--- config.mk ---
export PLATFORM = sky130hd
export DESIGN_NAME = step_sequencer_flat
export DESIGN_NICKNAME = d
export VERILOG_FILES = /design/src/common/rnn_pkg.sv /design/src/common/mac_if.sv /design/src/common/weight_rd_if.sv /design/src/rnn_core/step_sequencer.sv /design/src/flat_wrapper.sv
export SDC_FILE = /design/constraint.sdc
export NUM_CORES = 1
export LEC_CHECK = 0
export BUFFER_PORTS_ARGS = -buffer_cell sky130_fd_sc_hd__clkbuf_2
export CAP_MARGIN = 15
export CORE_UTILIZATION = 48
export DETAILED_ROUTE_END_ITERATION = 10
export GPL_TIMING_DRIVEN = 0
export PLACE_DENSITY_LB_ADDON = 0.25
export SYNTH_ARGS = -nofsm -noshare
export SYNTH_HDL_FRONTEND = slang
export SYNTH_SLANG_ARGS = --single-unit
--- constraint.sdc ---
create_clock -name clk -period 5.1 [get_ports clk]
set_input_delay 0 -clock clk [delete_from_list [all_inputs] [get_ports clk]]
set_output_delay 0 -clock clk [all_outputs]
set_load 0.02 [all_outputs]
--- src/common/rnn_pkg.sv ---
package rnn_pkg;

    // network dimensions
    localparam int VOCAB_SIZE = 76;
    localparam int EMB_SIZE   = 4;
    localparam int HID_SIZE   = 8;

    // signed Q8.8 data path
    localparam int DATA_W    = 16;
    localparam int FRAC_BITS = 8;
    localparam int ACC_W     = 32;

    // fixed-point one, used as the operand of a bias term
    localparam logic signed [DATA_W-1:0] FIX_ONE =
        {{(DATA_W-FRAC_BITS-1){1'b0}}, 1'b1, {FRAC_BITS{1'b0}}};

    // weight memory
    localparam int ADDR_W    = 9;
    localparam int MEM_DEPTH = 416;

    // address map, all offsets in words
    localparam int EMB_BASE  = 0;   // embedding table, token by token
    localparam int W_IH_BASE = 304; // input to hidden, 4 per neuron
    localparam int W_HH_BASE = 336; // hidden to hidden, 8 per neuron
    localparam int B_IH_BASE = 400; // input bias per neuron
    localparam int B_HH_BASE = 408; // hidden bias per neuron

    // sequencer states, fetch order follows the term order of one neuron
    typedef enum logic [2:0] {
        S_IDLE,   // waiting for execute
        S_EMB,    // embedding fetch
        S_HH_W,   // hidden to hidden weights
        S_HH_B,   // hidden bias
        S_IH_W,   // input to hidden weights
        S_IH_B,   // input bias, last term
        S_WAIT,   // accumulator draining
        S_COMMIT  // new hidden becomes old
    } seq_state_t;

endpackage

--- src/common/mac_if.sv ---
`timescale 1ns/10ps

interface mac_if;

    logic                              term_valid;
    logic signed [rnn_pkg::DATA_W-1:0] weight;
    logic signed [rnn_pkg::DATA_W-1:0] operand;    // fixed-point one for a bias
    logic                              term_first; // clears the sum
    logic                              term_last;  // closes the sum
    logic                              result_valid;
    logic signed [rnn_pkg::DATA_W-1:0] result;

    modport initiator (
        output term_valid,
        output weight,
        output operand,
        output term_first,
        output term_last,
        input  result_valid,
        input  result
    );

    modport target (
        input  term_valid,
        input  weight,
        input  operand,
        input  term_first,
        input  term_last,
        output result_valid,
        output result
    );

endinterface

--- src/common/weight_rd_if.sv ---
`timescale 1ns/10ps

interface weight_rd_if;

    logic                                     en;
    logic        [rnn_pkg::ADDR_W-1:0]        addr;
    logic                                     data_valid; // one cycle after en
    logic signed [rnn_pkg::DATA_W-1:0]        data;

    modport initiator (
        output en,
        output addr,
        input  data_valid,
        input  data
    );

    modport target (
        input  en,
        input  addr,
        output data_valid,
        output data
    );

endinterface

--- src/rnn_core/step_sequencer.sv ---
`timescale 1ns/10ps

module step_sequencer #(
    parameter int HID_SIZE = 8,
    parameter int EMB_SIZE = 4
) (
    input  logic                               clk,
    input  logic                               reset,
    input  logic                               execute,
    input  logic        [6:0]                  token,
    weight_rd_if.initiator                     rd,
    mac_if.initiator                           mac,
    output logic                               emb_wr_en,
    output logic        [$clog2(EMB_SIZE)-1:0] emb_wr_idx,
    output logic        [$clog2(EMB_SIZE)-1:0] emb_rd_idx,
    output logic        [$clog2(HID_SIZE)-1:0] hid_rd_idx,
    input  logic signed [rnn_pkg::DATA_W-1:0]  emb_rd_data,
    input  logic signed [rnn_pkg::DATA_W-1:0]  hid_rd_data,
    output logic                               hid_wr_en,
    output logic        [$clog2(HID_SIZE)-1:0] hid_wr_idx,
    output logic                               commit,
    output logic                               busy,
    output logic                               step_done
);

    localparam int HID_W = $clog2(HID_SIZE);
    localparam int EMB_W = $clog2(EMB_SIZE);
    localparam int CNT_W = $clog2((HID_SIZE > EMB_SIZE) ? HID_SIZE : EMB_SIZE);
    localparam int AW    = rnn_pkg::ADDR_W;

    localparam logic [CNT_W-1:0] HID_LAST = CNT_W'(HID_SIZE - 1);
    localparam logic [CNT_W-1:0] EMB_LAST = CNT_W'(EMB_SIZE - 1);
    localparam logic [HID_W-1:0] NRN_LAST = HID_W'(HID_SIZE - 1);

    rnn_pkg::seq_state_t state;
    rnn_pkg::seq_state_t tag_kind; // kind of the read now returning

    logic        [CNT_W-1:0]          cnt;     // term within the current group
    logic        [HID_W-1:0]          neuron;
    logic        [6:0]                token_q;
    logic        [CNT_W-1:0]          tag_idx;
    logic signed [rnn_pkg::DATA_W-1:0] op_q;   // operand waiting for its weight
    int                               addr_int;

    always_ff @(posedge clk)
    begin
        if (reset)
        begin
            state    <= rnn_pkg::S_IDLE;
            tag_kind <= rnn_pkg::S_IDLE;
            cnt      <= '0;
            neuron   <= '0;
        end
        else
        begin
            tag_kind <= state;
            case (state)
                rnn_pkg::S_IDLE, rnn_pkg::S_COMMIT:
                begin
                    if (execute)
                    begin
                        state   <= rnn_pkg::S_EMB;
                        cnt     <= '0;
                        neuron  <= '0;
                        token_q <= token;
                    end
                    else
                    begin
                        state <= rnn_pkg::S_IDLE;
                    end
                end
                rnn_pkg::S_EMB:
                begin
                    cnt <= (cnt == EMB_LAST) ? '0 : cnt + 1'b1;
                    if (cnt == EMB_LAST)
                        state <= rnn_pkg::S_HH_W;
                end
                rnn_pkg::S_HH_W:
                begin
                    cnt <= (cnt == HID_LAST) ? '0 : cnt + 1'b1;
                    if (cnt == HID_LAST)
                        state <= rnn_pkg::S_HH_B;
                end
                rnn_pkg::S_HH_B:
                    state <= rnn_pkg::S_IH_W;
                rnn_pkg::S_IH_W:
                begin
                    cnt <= (cnt == EMB_LAST) ? '0 : cnt + 1'b1;
                    if (cnt == EMB_LAST)
                        state <= rnn_pkg::S_IH_B;
                end
                rnn_pkg::S_IH_B:
                    state <= rnn_pkg::S_WAIT;
                default: // S_WAIT
                begin
                    if (mac.result_valid)
                    begin
                        if (neuron == NRN_LAST)
                        begin
                            state <= rnn_pkg::S_COMMIT;
                        end
                        else
                        begin
                            neuron <= neuron + 1'b1;
                            state  <= rnn_pkg::S_HH_W;
                        end
                    end
                end
            endcase
        end
    end

    // operand is captured with the read, weight arrives a cycle later
    always_ff @(posedge clk)
    begin
        tag_idx <= cnt;
        case (state)
            rnn_pkg::S_HH_W: op_q <= hid_rd_data;
            rnn_pkg::S_IH_W: op_q <= emb_rd_data;
            default:         op_q <= rnn_pkg::FIX_ONE;
        endcase
    end

    always_comb
    begin
        case (state)
            rnn_pkg::S_EMB:
                addr_int = rnn_pkg::EMB_BASE + int'(token_q) * EMB_SIZE + int'(cnt);
            rnn_pkg::S_HH_W:
                addr_int = rnn_pkg::W_HH_BASE + int'(neuron) * HID_SIZE + int'(cnt);
            rnn_pkg::S_HH_B:
                addr_int = rnn_pkg::B_HH_BASE + int'(neuron);
            rnn_pkg::S_IH_W:
                addr_int = rnn_pkg::W_IH_BASE + int'(neuron) * EMB_SIZE + int'(cnt);
            rnn_pkg::S_IH_B:
                addr_int = rnn_pkg::B_IH_BASE + int'(neuron);
            default:
                addr_int = 0;
        endcase
    end

    assign rd.en   = state inside {rnn_pkg::S_EMB, rnn_pkg::S_HH_W, rnn_pkg::S_HH_B,
                                   rnn_pkg::S_IH_W, rnn_pkg::S_IH_B};
    assign rd.addr = AW'(addr_int);

    assign emb_rd_idx = EMB_W'(cnt);
    assign hid_rd_idx = HID_W'(cnt);

    // returned embedding words go to the bank, all others to the accumulator
    assign emb_wr_en  = rd.data_valid && (tag_kind == rnn_pkg::S_EMB);
    assign emb_wr_idx = EMB_W'(tag_idx);

    assign mac.term_valid = rd.data_valid && (tag_kind != rnn_pkg::S_EMB);
    assign mac.weight     = rd.data;
    assign mac.operand    = op_q;
    assign mac.term_first = (tag_kind == rnn_pkg::S_HH_W) && (tag_idx == '0);
    assign mac.term_last  = tag_kind == rnn_pkg::S_IH_B;

    assign hid_wr_en  = mac.result_valid;
    assign hid_wr_idx = neuron;

    assign commit    = state == rnn_pkg::S_COMMIT;
    assign step_done = state == rnn_pkg::S_COMMIT;
    assign busy      = !(state inside {rnn_pkg::S_IDLE, rnn_pkg::S_COMMIT});

endmodule

--- src/flat_wrapper.sv ---
// flat-port wrapper written by rule: the top's interface ports become plain ports
module step_sequencer_flat 
#(
    parameter int HID_SIZE = 8,
    parameter int EMB_SIZE = 4
)
  (clk, reset, execute, token, emb_wr_en, emb_wr_idx, emb_rd_idx, hid_rd_idx, emb_rd_data, hid_rd_data, hid_wr_en, hid_wr_idx, commit, busy, step_done, rd_en, rd_addr, rd_data_valid, rd_data, mac_term_valid, mac_weight, mac_operand, mac_term_first, mac_term_last, mac_result_valid, mac_result);
  weight_rd_if rd_i ();
  mac_if mac_i ();
  input  logic clk;
  input  logic reset;
  input  logic execute;
  input  logic        [6:0] token;
  output logic emb_wr_en;
  output logic        [$clog2(EMB_SIZE)-1:0] emb_wr_idx;
  output logic        [$clog2(EMB_SIZE)-1:0] emb_rd_idx;
  output logic        [$clog2(HID_SIZE)-1:0] hid_rd_idx;
  input  logic signed [rnn_pkg::DATA_W-1:0] emb_rd_data;
  input  logic signed [rnn_pkg::DATA_W-1:0] hid_rd_data;
  output logic hid_wr_en;
  output logic        [$clog2(HID_SIZE)-1:0] hid_wr_idx;
  output logic commit;
  output logic busy;
  output logic step_done;
  output wire logic [$bits(rd_i.en)-1:0] rd_en;
  output wire logic [$bits(rd_i.addr)-1:0] rd_addr;
  input wire logic [$bits(rd_i.data_valid)-1:0] rd_data_valid;
  input wire logic [$bits(rd_i.data)-1:0] rd_data;
  output wire logic [$bits(mac_i.term_valid)-1:0] mac_term_valid;
  output wire logic [$bits(mac_i.weight)-1:0] mac_weight;
  output wire logic [$bits(mac_i.operand)-1:0] mac_operand;
  output wire logic [$bits(mac_i.term_first)-1:0] mac_term_first;
  output wire logic [$bits(mac_i.term_last)-1:0] mac_term_last;
  input wire logic [$bits(mac_i.result_valid)-1:0] mac_result_valid;
  input wire logic [$bits(mac_i.result)-1:0] mac_result;
  assign rd_en = rd_i.en;
  assign rd_addr = rd_i.addr;
  assign rd_i.data_valid = rd_data_valid;
  assign rd_i.data = rd_data;
  assign mac_term_valid = mac_i.term_valid;
  assign mac_weight = mac_i.weight;
  assign mac_operand = mac_i.operand;
  assign mac_term_first = mac_i.term_first;
  assign mac_term_last = mac_i.term_last;
  assign mac_i.result_valid = mac_result_valid;
  assign mac_i.result = mac_result;
  step_sequencer #(.HID_SIZE(HID_SIZE), .EMB_SIZE(EMB_SIZE)) u_core (.clk(clk), .reset(reset), .execute(execute), .token(token), .rd(rd_i), .mac(mac_i), .emb_wr_en(emb_wr_en), .emb_wr_idx(emb_wr_idx), .emb_rd_idx(emb_rd_idx), .hid_rd_idx(hid_rd_idx), .emb_rd_data(emb_rd_data), .hid_rd_data(hid_rd_data), .hid_wr_en(hid_wr_en), .hid_wr_idx(hid_wr_idx), .commit(commit), .busy(busy), .step_done(step_done));
endmodule
==> results of run 1 <==
[cells in the mapped netlist, types with 2 or more instances]
| master | number |
|---|---|
| buf_4 | 26 |
| nor3_1 | 5 |
| nor4b_2 | 2 |
| nand3b_1 | 2 |
| edfxtp_1 | 7 |
| nand2_1 | 11 |
| mux2i_1 | 5 |
| and2_1 | 3 |
| nor2b_1 | 6 |
| o21ai_0 | 13 |
| dfxtp_1 | 31 |
| clkbuf_1 | 3 |
| xnor2_1 | 2 |
| o22ai_1 | 3 |
| nand2b_1 | 8 |
| buf_6 | 3 |
| nand3_1 | 7 |
| a211oi_2 | 2 |
| buf_2 | 5 |
| mux2_2 | 2 |
| a21oi_1 | 17 |
| a22oi_1 | 2 |
| a211oi_1 | 5 |
| nor2_1 | 9 |
| inv_1 | 13 |
| xor2_1 | 2 |
| a22o_1 | 16 |
| nor3b_1 | 2 |
| ha_1 | 15 |
| o221a_2 | 2 |
[cell type report]
cell class              count  share of cell area (%)
plain buffers              37                    7.64
clock buffers               6                    2.70
clock inverters             2                    1.12
inverters                  13                    1.40
multi-input cells         164                    34.7
flip-flops and latches     38                    23.9
well taps                  67                    2.41
repair buffers            142                    26.1
[registers in the layout, indices dropped and copies added (netlist names)]
register / flops
u_core.tag_kind: 3
u_core.token_q: 7
u_core.mac.operand: 16
u_core.hid_wr_idx: 3
u_core.state: 3
u_core.hid_rd_idx: 3
u_core.tag_idx: 3
[path summary, 6_finish.rpt]
check | start | endpoint | cells after the start
hold reg to reg | u_core.hid_rd_idx[1] | u_core.tag_idx[1] | 0
setup / recovery | u_core.state[1] | rd_addr[2] | 8
setup reg to reg | u_core.state[1] | u_core.state[0] | 7
hold / removal | reset | u_core.hid_wr_idx[2] | 3
[power by group through the flow]
stage                     Clock (µW)  Combinational (µW)  Sequential (µW)
after floorplan                    0                 565              512
final                            297                 960              455
after global placement             0                 852              455
after CTS                        296                 938              452
after global routing             308                1040              465
after detailed placement           0                 865              459
[layout by cell type (no fill, tap or decap), types with 6 or more instances in the layout]
cell type        n
inv_1           13
nand2b_1         8
nor2b_1          6
edfxtp_1         7
nor2_1           9
o21ai_0         13
dlygate4sd3_1   39
a22o_1          16
nand2_1         11
clkbuf_2       103
buf_4           26
dfxtp_1         31
ha_1            15
a21oi_1         17
nand3_1          7
[critical path: cells and delay by family (launching register included)]
kind | cells | cell delay, ps
adder cells (fa/ha/maj) | 1 | 420
AO/OA/AOI/OAI | 3 | 370
buffers and inverters | 4 | 960
flip-flops | 1 | 390
[stage by stage]
| stage | total power [µW] | hold WS, ps |
|---|---|---|
| final | 1710 | 21.7 |
| after global routing | 1810 | 51.5 |
| after CTS | 1690 | 23.7 |
| after detailed placement | 1320 | 181 |
| after global placement | 1310 | 176 |
| after floorplan | 1080 | 98.9 |
[cells by family (layout without fill, tap and decap cells)]
family / count (synthesis) / after routing / synth area share (%)
compound gates: 74 / 74 / 22.8
xor+xnor: 4 / 4 / 1.49
fa+ha+maj: 15 / 15 / 7.98
buf+inv: 50 / 200 / 13.4
flops: 38 / 38 / 35.3
mux: 7 / 7 / 3.09
simple gates: 64 / 64 / 16.0
[per-layer routing]
| layer | track usage (%) | share of wire, % |
|---|---|---|
| met1 | 30.4 | 38 |
| met2 | 51.7 | 53 |
| met3 | 3.61 | 6.3 |
| met4 | 14.8 | 3.1 |
| met5 | 0 | 0 |
[repair_timing]
item                      in CTS  in global routing
setup buffers                  0                  0
hold buffers                  39                  0
hold endpoints to repair      23                  0
==> impl_metrics.py, run 1 <==
metrics = {
    "power": {
        "power.density_nw_per_um2": 493,
        "p_comb_share_pct": 56.1,
        "irDropWorstVdd_uv": 265,
        "p_int_uw": 976,
        "power.switching_uw": 736,
        "p_clk_share_pct": 17.3,
        "swShare_pct": 43.0,
        "p_seq_share_pct": 26.6,
        "p_leak_uw": 0.00167,
    },
    "grt": {
        "grt.total_usage_pct": 27.7,
        "grt_max_degree": 14,
        "overflow": 0,
        "grt_pass1_vias": 2408,
        "antenna_found_initial": 0,
        "grt_pass1_wl_um": 11000,
    },
    "final_layout": {
        "area_growth_pct": 47.7,
        "fillCellCount": 358,
        "multi_input_area_um2": 1210,
        "design_area_um2": 3470,
        "drive_above_1_share_pct": 39.3,
        "layout.nets": 492,
        "diodes": 0,
        "fin_cells": 469,
        "seq_area_um2": 831,
        "utilization_pct": 73.5,
    },
    "logic_synthesis": {
        "ys_seq_area_share_pct": 35.3,
        "syn_nets": 343,
        "synth_edf_count": 7,
        "async_reset_ff_share_pct": 0,
        "synth_cells": 252,
        "syn_avg_cell_area_um2": 9.33,
        "synth_top_area_share_pct": 26.4,
        "synth_seq_cells": 38,
        "synth_cell_type_count": 53,
        "synth_area_um2": 2350,
        "yosysTopAreaCell": "dfxtp_1",
        "netlist_top_cells_area": "dfxtp_1 (26%), edfxtp_1 (8.9%), buf_4 (8.3%), ha_1 (8.0%), a22o_1 (6.0%)",
        "ys.flop_type": "dfxtp_1",
        "yosysWarningCount": 0,
    },
    "placed_design": {
        "dpl_worst_slack_ps": 2830,
        "dpl.hpwl_um": 4500,
        "globalplace.congestion": 0.937,
        "placedCellCount": 422,
        "portBuffers": 103,
        "placed_cell_area_um2": 2950,
    },
    "timing": {
        "max-slew-margin-rel_pct": 38.6,
        "tightestPinTransition_ps": 919,
        "setup_viol": 0,
        "hold_violations": 0,
        "slew_viol_final": 0,
        "final.setup.worst_slack_ps": 2660,
        "max_freq_ghz": 0.410,
        "period_minus_slack_ps": 2440,
        "rsz0062_at_grt": "no",
        "post-route-period-util_pct": 47.8,
        "finClkSkew_ps": 8.45,
        "final.setup.tns_ps": 0,
    },
    "floorplanning": {
        "die_w_um": 72.0,
        "start_util_pct": 49.8,
        "die_y_um": 72.0,
        "design.core.area_um2": 4720,
        "dieArea_um2": 5180,
        "rows": 25,
        "io_pins": 136,
    },
    "worst_setup_path": {
        "rrSetupSlack_ps": 2780,
        "cp.arrival_ps": 2440,
        "critPathRequiredTime_ps": 5100,
        "crit_top_cell": "o21ai_0",
        "critical_path_class": "reg2out",
        "worstPathCellList": "buf_2 > inv_1 > ha_1 > clkbuf_1 > a211oi_1 > o21ai_0 > o21ai_0 > clkbuf_2",
        "slowest_stage": "ha_1",
        "critPathMaxStageDelay_ps": 420,
        "cp-start-kind": "flop",
        "endpoint_kind": "primary output",
        "cp_max_fo": 10,
    },
    "run_status": {
        "status": "completed",
    },
    "flow_run": {
        "max-cap-violations": 0,
    },
    "detailed_routing": {
        "vias": 2514,
        "ant_nets": 0,
        "vias_per_cell": 5.36,
        "drc": 0,
        "finalWirelength_um": 7120,
        "drt_first_pass_iters": 4,
        "wire_per_inst_um": 15.2,
        "drtIter0Drc": 151,
    },
    "clock_network": {
        "clk_latency_ps": 300,
        "root_buffer": "clkbuf_8",
        "cts.sinks": 38,
        "cts_tree": "built",
        "htreeDepth": 2,
        "cts_buffers": 5,
        "clock_path_buffers": 2,
        "cts-resized-gates": 0,
        "clkSlewWorstSetupHoldPaths_ps": 80,
    },
    "worst_hold_path": {
        "hp-class": "in2reg",
    },
}
(Power assumes the default switching activity.)
==> run 2, diff against run 1 <==
--- a/config.mk
+++ b/config.mk
@@ -7,7 +7,7 @@
 export LEC_CHECK = 0
 export BUFFER_PORTS_ARGS = -buffer_cell sky130_fd_sc_hd__clkbuf_2
 export CAP_MARGIN = 15
-export CORE_UTILIZATION = 48
+export CORE_UTILIZATION = 44
 export DETAILED_ROUTE_END_ITERATION = 10
 export GPL_TIMING_DRIVEN = 0
 export PLACE_DENSITY_LB_ADDON = 0.25
==> constraint.sdc (replaced) <==
create_clock -name clk -period 2.4 [get_ports clk]
set_input_delay 0 -clock clk [delete_from_list [all_inputs] [get_ports clk]]
set_output_delay 0 -clock clk [all_outputs]
set_load 0.02 [all_outputs]
==> run 2 against run 1 <==
Hold slack better by 16 ps. Sequential share of layout area up 0.22 points. Largest cell class unchanged. Register-to-register slack worse by 2600 ps. Combinational power grew 110%. Routed wire length shrank 5.9%. Critical endpoint is now u_core.mac.operand[9]. Final cell count grew 0.64%.
==> impl_metrics.py, run 2 (synthesis gave the netlist of run 1 again) <==
metrics = {
    "placed_design": {
        "globalplace.congestion": 0.892,
        "dpl.hpwl_um": 4330,
        "placedCellCount": 425,
        "portBuffers": 103,
        "dpl_worst_slack_ps": 42.7,
    },
    "power": {
        "irDropWorstVdd_uv": 562,
        "p_leak_uw": 0.00165,
        "p_int_uw": 1940,
        "swShare_pct": 44.1,
        "power.density_nw_per_um2": 1010,
        "p_seq_share_pct": 27.9,
        "p_comb_share_pct": 58.3,
        "power.switching_uw": 1530,
        "p_clk_share_pct": 13.8,
    },
    "grt": {
        "grt_max_degree": 13,
        "grt_pass1_vias": 2224,
        "antenna_found_initial": 0,
        "grt.total_usage_pct": 23.3,
        "overflow": 0,
        "grt_pass1_wl_um": 9940,
    },
    "clock_network": {
        "clkSlewWorstSetupHoldPaths_ps": 80,
        "htreeDepth": 2,
        "cts_tree": "built",
        "root_buffer": "clkbuf_8",
        "clk_latency_ps": 300,
        "clock_path_buffers": 2,
        "cts_buffers": 5,
        "cts.sinks": 38,
    },
    "worst_setup_path": {
        "path_depth": 6,
        "endpoint_kind": "flop",
        "worstPathCellList": "buf_4 > inv_1 > nor3_1 > clkbuf_1 > a22o_1 > dlygate4sd3_1",
        "cp_max_fo": 10,
        "slowest_stage": "dlygate4sd3_1",
        "cp-start-kind": "flop",
        "critPathMaxStageDelay_ps": 560,
        "ff2ff_path_depth": 6,
        "critPathRequiredTime_ps": 2640,
        "worst-path-buf-inv": 4,
        "cp.arrival_ps": 2490,
        "critPathTopFamily": "buffers and inverters",
        "critical_path_class": "reg2reg",
    },
    "detailed_routing": {
        "vias_per_cell": 5.21,
        "wire_per_inst_um": 14.2,
        "ant_nets": 0,
        "finalWirelength_um": 6700,
        "drtIter0Drc": 150,
        "drt_first_pass_iters": 5,
        "drc": 0,
        "vias": 2457,
    },
    "timing": {
        "tightestPinTransition_ps": 977,
        "max_freq_ghz": 0.443,
        "rsz0062_at_grt": "no",
        "period_minus_slack_ps": 2250,
        "finClkSkew_ps": 6.02,
        "max-slew-margin-rel_pct": 34.7,
        "setup_viol": 0,
        "hold_violations": 0,
        "final.setup.worst_slack_ps": 145,
        "post-route-period-util_pct": 94.0,
        "final.setup.tns_ps": 0,
        "slew_viol_final": 0,
    },
    "floorplanning": {
        "start_util_pct": 45.7,
        "rows": 26,
        "die_y_um": 75.1,
        "die_w_um": 75.1,
        "io_pins": 136,
        "design.core.area_um2": 5140,
        "dieArea_um2": 5640,
    },
    "final_layout": {
        "largest_register_ff_count": 16,
        "area_growth_pct": 46.6,
        "layout.nets": 492,
        "fin_cells": 472,
        "final_common_cell": "clkbuf_2",
        "fillCellCount": 410,
        "seq_area_um2": 832,
        "drive_above_1_share_pct": 40.0,
        "diodes": 0,
        "layout_common_cells": "clkbuf_2 (104), dlygate4sd3_1 (39), dfxtp_1 (30), buf_4 (26), a21oi_1 (17)",
        "multi_input_area_um2": 1210,
    },
    "flow_run": {
        "max-cap-violations": 0,
    },
    "worst_hold_path": {
        "hp-class": "in2reg",
        "holdPathStages": 3,
    },
    "run_status": {
        "status": "completed",
    },
}
-- run 2: cell count changes in the layout (fill, tap and decap cells not counted), sizes merged --
| cell | delta |
|---|---|
| bufinv | -1 |
| clkbuf | +1 |
| buf | -1 |
| clkinvlp | +1 |
-- run 2: layer usage --
layer | GRT usage (%) | vias up | share of wire (%)
li1 | - | 1189 | -
met1 | 27.9 | 1139 | 40
met2 | 40.5 | 110 | 52
met3 | 5.09 | 19 | 5.2
met4 | 9.43 | 0 | 2.6
met5 | 0 | - | 0
-- run 2: power by group through the flow --
stage                     logic [µW]  registers (µW)  clock network, µW
after detailed placement        1830             974                  0
after global routing            2200             995                511
after floorplan                 1200            1090                  0
after CTS                       1980             958                478
final                           2020             969                477
after global placement          1820             967                  0
-- run 2: worst register-to-register path: stages (launching register included) --
cell	delay [ps]
dfxtp_1	350
buf_4	180
inv_1	170
nor3_1	340
clkbuf_1	410
a22o_1	190
dlygate4sd3_1	560
-- run 2: worst paths after layout --
| kind | start | end | slack (ps) |
|---|---|---|---|
| worst max-delay path | u_core.state[2] | u_core.mac.operand[9] | 150 |
| worst min-delay path | reset | u_core.hid_wr_idx[2] | 40 |
| worst max register to register | u_core.state[2] | u_core.mac.operand[9] | 150 |
| worst min register to register | u_core.hid_rd_idx[1] | u_core.tag_idx[1] | 450 |
-- run 2: what timing repair did --
item | 4_1_cts | 5_1_grt
setup endpoints to repair | 2 | 4
buffers inserted | 0 | 0
endpoints found under the hold margin | 23 | 0
hold buffers | 39 | 0
resized for setup | 1 | 3
-- run 2: cell type report --
cell class,instances,area share [%]
clock buffers,6,2.40
multi-input cells,164,35.1
inverters,13,1.42
repair buffers,142,26.3
plain buffers,37,7.80
well taps,70,2.54
flip-flops and latches,38,24.1
clock inverters,2,0.363
-- run 2: stage by stage --
step	area [µm²]	power, µW	hold WS [ps]	util [%]
3_3_place_gp	2950	2780	177	57.5
4_1_cts	3440	3420	41.6	66.9
2_1_floorplan	2350	2290	98.9	-
5_1_grt	3450	3700	67.7	67.1
6_report	3450	3470	37.6	67.1
3_5_place_dp	2950	2800	180	57.5
==> run 3, diff against run 2 <==
--- a/config.mk
+++ b/config.mk
@@ -7,7 +7,7 @@
 export LEC_CHECK = 0
 export BUFFER_PORTS_ARGS = -buffer_cell sky130_fd_sc_hd__clkbuf_2
 export CAP_MARGIN = 15
-export CORE_UTILIZATION = 44
+export CORE_UTILIZATION = 25
 export DETAILED_ROUTE_END_ITERATION = 10
 export GPL_TIMING_DRIVEN = 0
 export PLACE_DENSITY_LB_ADDON = 0.25
==> run 3 against run 2 <==
Maximum frequency fell by 0.50%. Utilization fell by 28 points. Die area rose by 74%.
==> impl_metrics.py, run 3 (synthesis gave the netlist of run 1 again) <==
metrics = {
    "run_status": {
        "status": "completed",
    },
    "final_layout": {
        "layout_common_cells": "clkbuf_2 (104), dlygate4sd3_1 (39), dfxtp_1 (31), buf_4 (26), a21oi_1 (17)",
        "utilization_pct": 38.9,
        "largest_register_ff_count": 16,
        "fin_cells": 513,
        "final_common_cell": "clkbuf_2",
        "drive_above_1_share_pct": 40.3,
        "layout.nets": 492,
        "design_area_um2": 3560,
        "diodes": 0,
        "area_growth_pct": 51.3,
    },
    "grt": {
        "grt_pass1_vias": 2285,
        "grt_pass1_wl_um": 11000,
        "overflow": 0,
        "grt_max_degree": 14,
        "antenna_found_initial": 0,
        "grt.total_usage_pct": 14.2,
    },
    "timing": {
        "fin_hold_ws_ps": 32.9,
        "rsz0062_at_grt": "no",
        "finClkSkew_ps": 18.1,
        "post-route-period-util_pct": 94.4,
        "slew_viol_final": 0,
        "max_freq_ghz": 0.441,
        "max-slew-margin-rel_pct": 61.9,
        "tightestPinTransition_ps": 569,
        "hold_violations": 0,
        "period_minus_slack_ps": 2270,
        "setup_viol": 0,
    },
    "worst_hold_path": {
        "hp-class": "in2reg",
    },
    "clock_network": {
        "cts_buffers": 5,
        "clk_latency_ps": 310,
        "root_buffer": "clkbuf_8",
        "clock_path_buffers": 2,
        "clkSlewWorstSetupHoldPaths_ps": 100,
        "cts.sinks": 38,
        "cts_setup_buffers": 0,
        "htreeDepth": 2,
        "cts_tree": "built",
    },
    "detailed_routing": {
        "drc": 0,
        "drt_first_pass_iters": 4,
        "wire_per_inst_um": 13.3,
        "met1_length_um": 2730,
        "wl_met2_um": 3610,
        "ant_nets": 0,
        "finalWirelength_um": 6810,
        "vias_per_cell": 4.67,
        "routed.top_layer": "met4",
        "drtIter0Drc": 145,
        "vias": 2396,
        "route.met3.wl_um": 345,
    },
    "placed_design": {
        "placed_cell_area_um2": 3010,
        "portBuffers": 103,
        "dpl.hpwl_um": 4920,
        "globalplace.congestion": 0.862,
        "placedCellCount": 466,
    },
    "floorplanning": {
        "start_util_pct": 25.7,
        "die_w_um": 99.0,
        "design.core.area_um2": 9150,
        "dieArea_um2": 9800,
        "die_y_um": 99.0,
        "io_pins": 136,
        "rows": 35,
    },
    "worst_setup_path": {
        "worst-path-buf-inv": 4,
        "critPathTopFamily": "buffers and inverters",
        "slowest_stage": "dfxtp_1",
        "cp_max_fo": 10,
        "cp.arrival_ps": 2270,
        "critical_path_class": "reg2out",
        "endpoint_kind": "primary output",
        "critPathRequiredTime_ps": 2400,
        "critPathMaxStageDelay_ps": 420,
        "cp-start-kind": "flop",
        "worstPathCellList": "clkbuf_4 > inv_1 > ha_4 > clkbuf_2 > a211oi_1 > o21ai_0 > o21ai_0 > clkbuf_2",
    },
    "power": {
        "p_leak_uw": 0.00168,
        "power.density_nw_per_um2": 1030,
        "finalPower_uw": 3670,
        "irDropWorstVdd_uv": 510,
    },
    "flow_run": {
        "max-cap-violations": 0,
    },
}
## run 3: per-layer routing
| layer | vias to the layer above | global-route usage (%) |
|---|---|---|
| li1 | 1193 | - |
| met1 | 1117 | 16.8 |
| met2 | 79 | 25.0 |
| met3 | 7 | 2.77 |
| met4 | 0 | 6.08 |
| met5 | - | 0 |
## run 3: where the power goes
group	internal, µW	switching [µW]
Clock	375	263
Sequential	831	139
Combinational	889	1170
## run 3: what timing repair did
action | in CTS | in global routing
endpoints found under the setup margin | 3 | 12
resized for setup | 1 | 4
hold buffers | 39 | 0
hold endpoints to repair | 23 | 0
## run 3: stage by stage
stage	setup TNS, ps	setup slack, ps
floorplan	0	323
global placement	-53.2	-53.2
detailed placement	0	20.7
CTS	0	10.4
global route	0	5.63
finish	0	134
## run 3: area by class of cell
cell class	count	area (µm²)
fillers	932	5600
multi-input cells	164	1230
repair buffers	142	906
flip-flops and latches	38	831
plain buffers	37	269
well taps	111	139
clock buffers	6	93.8
inverters	13	48.8
clock inverters	2	38.8
## run 3: worst register-to-register path, cell delays in order, from the launching register on
cell and delay (ps):
dfxtp_1 390, buf_4 190, inv_1 170, nor3_1 260, clkbuf_1 390, a22o_1 200
dlygate4sd3_1 540
## run 3: path summary, 6_finish.rpt
kind | depth (start not counted) | to | startpoint | slack, ps
worst max-delay path | 8 | rd_addr[2] | u_core.state[1] | 130
worst min-delay path | 3 | u_core.hid_wr_idx[1] | reset | 30
worst max register to register | 6 | u_core.mac.operand[6] | u_core.state[2] | 190
worst min register to register | 0 | u_core.tag_idx[1] | u_core.hid_rd_idx[1] | 460
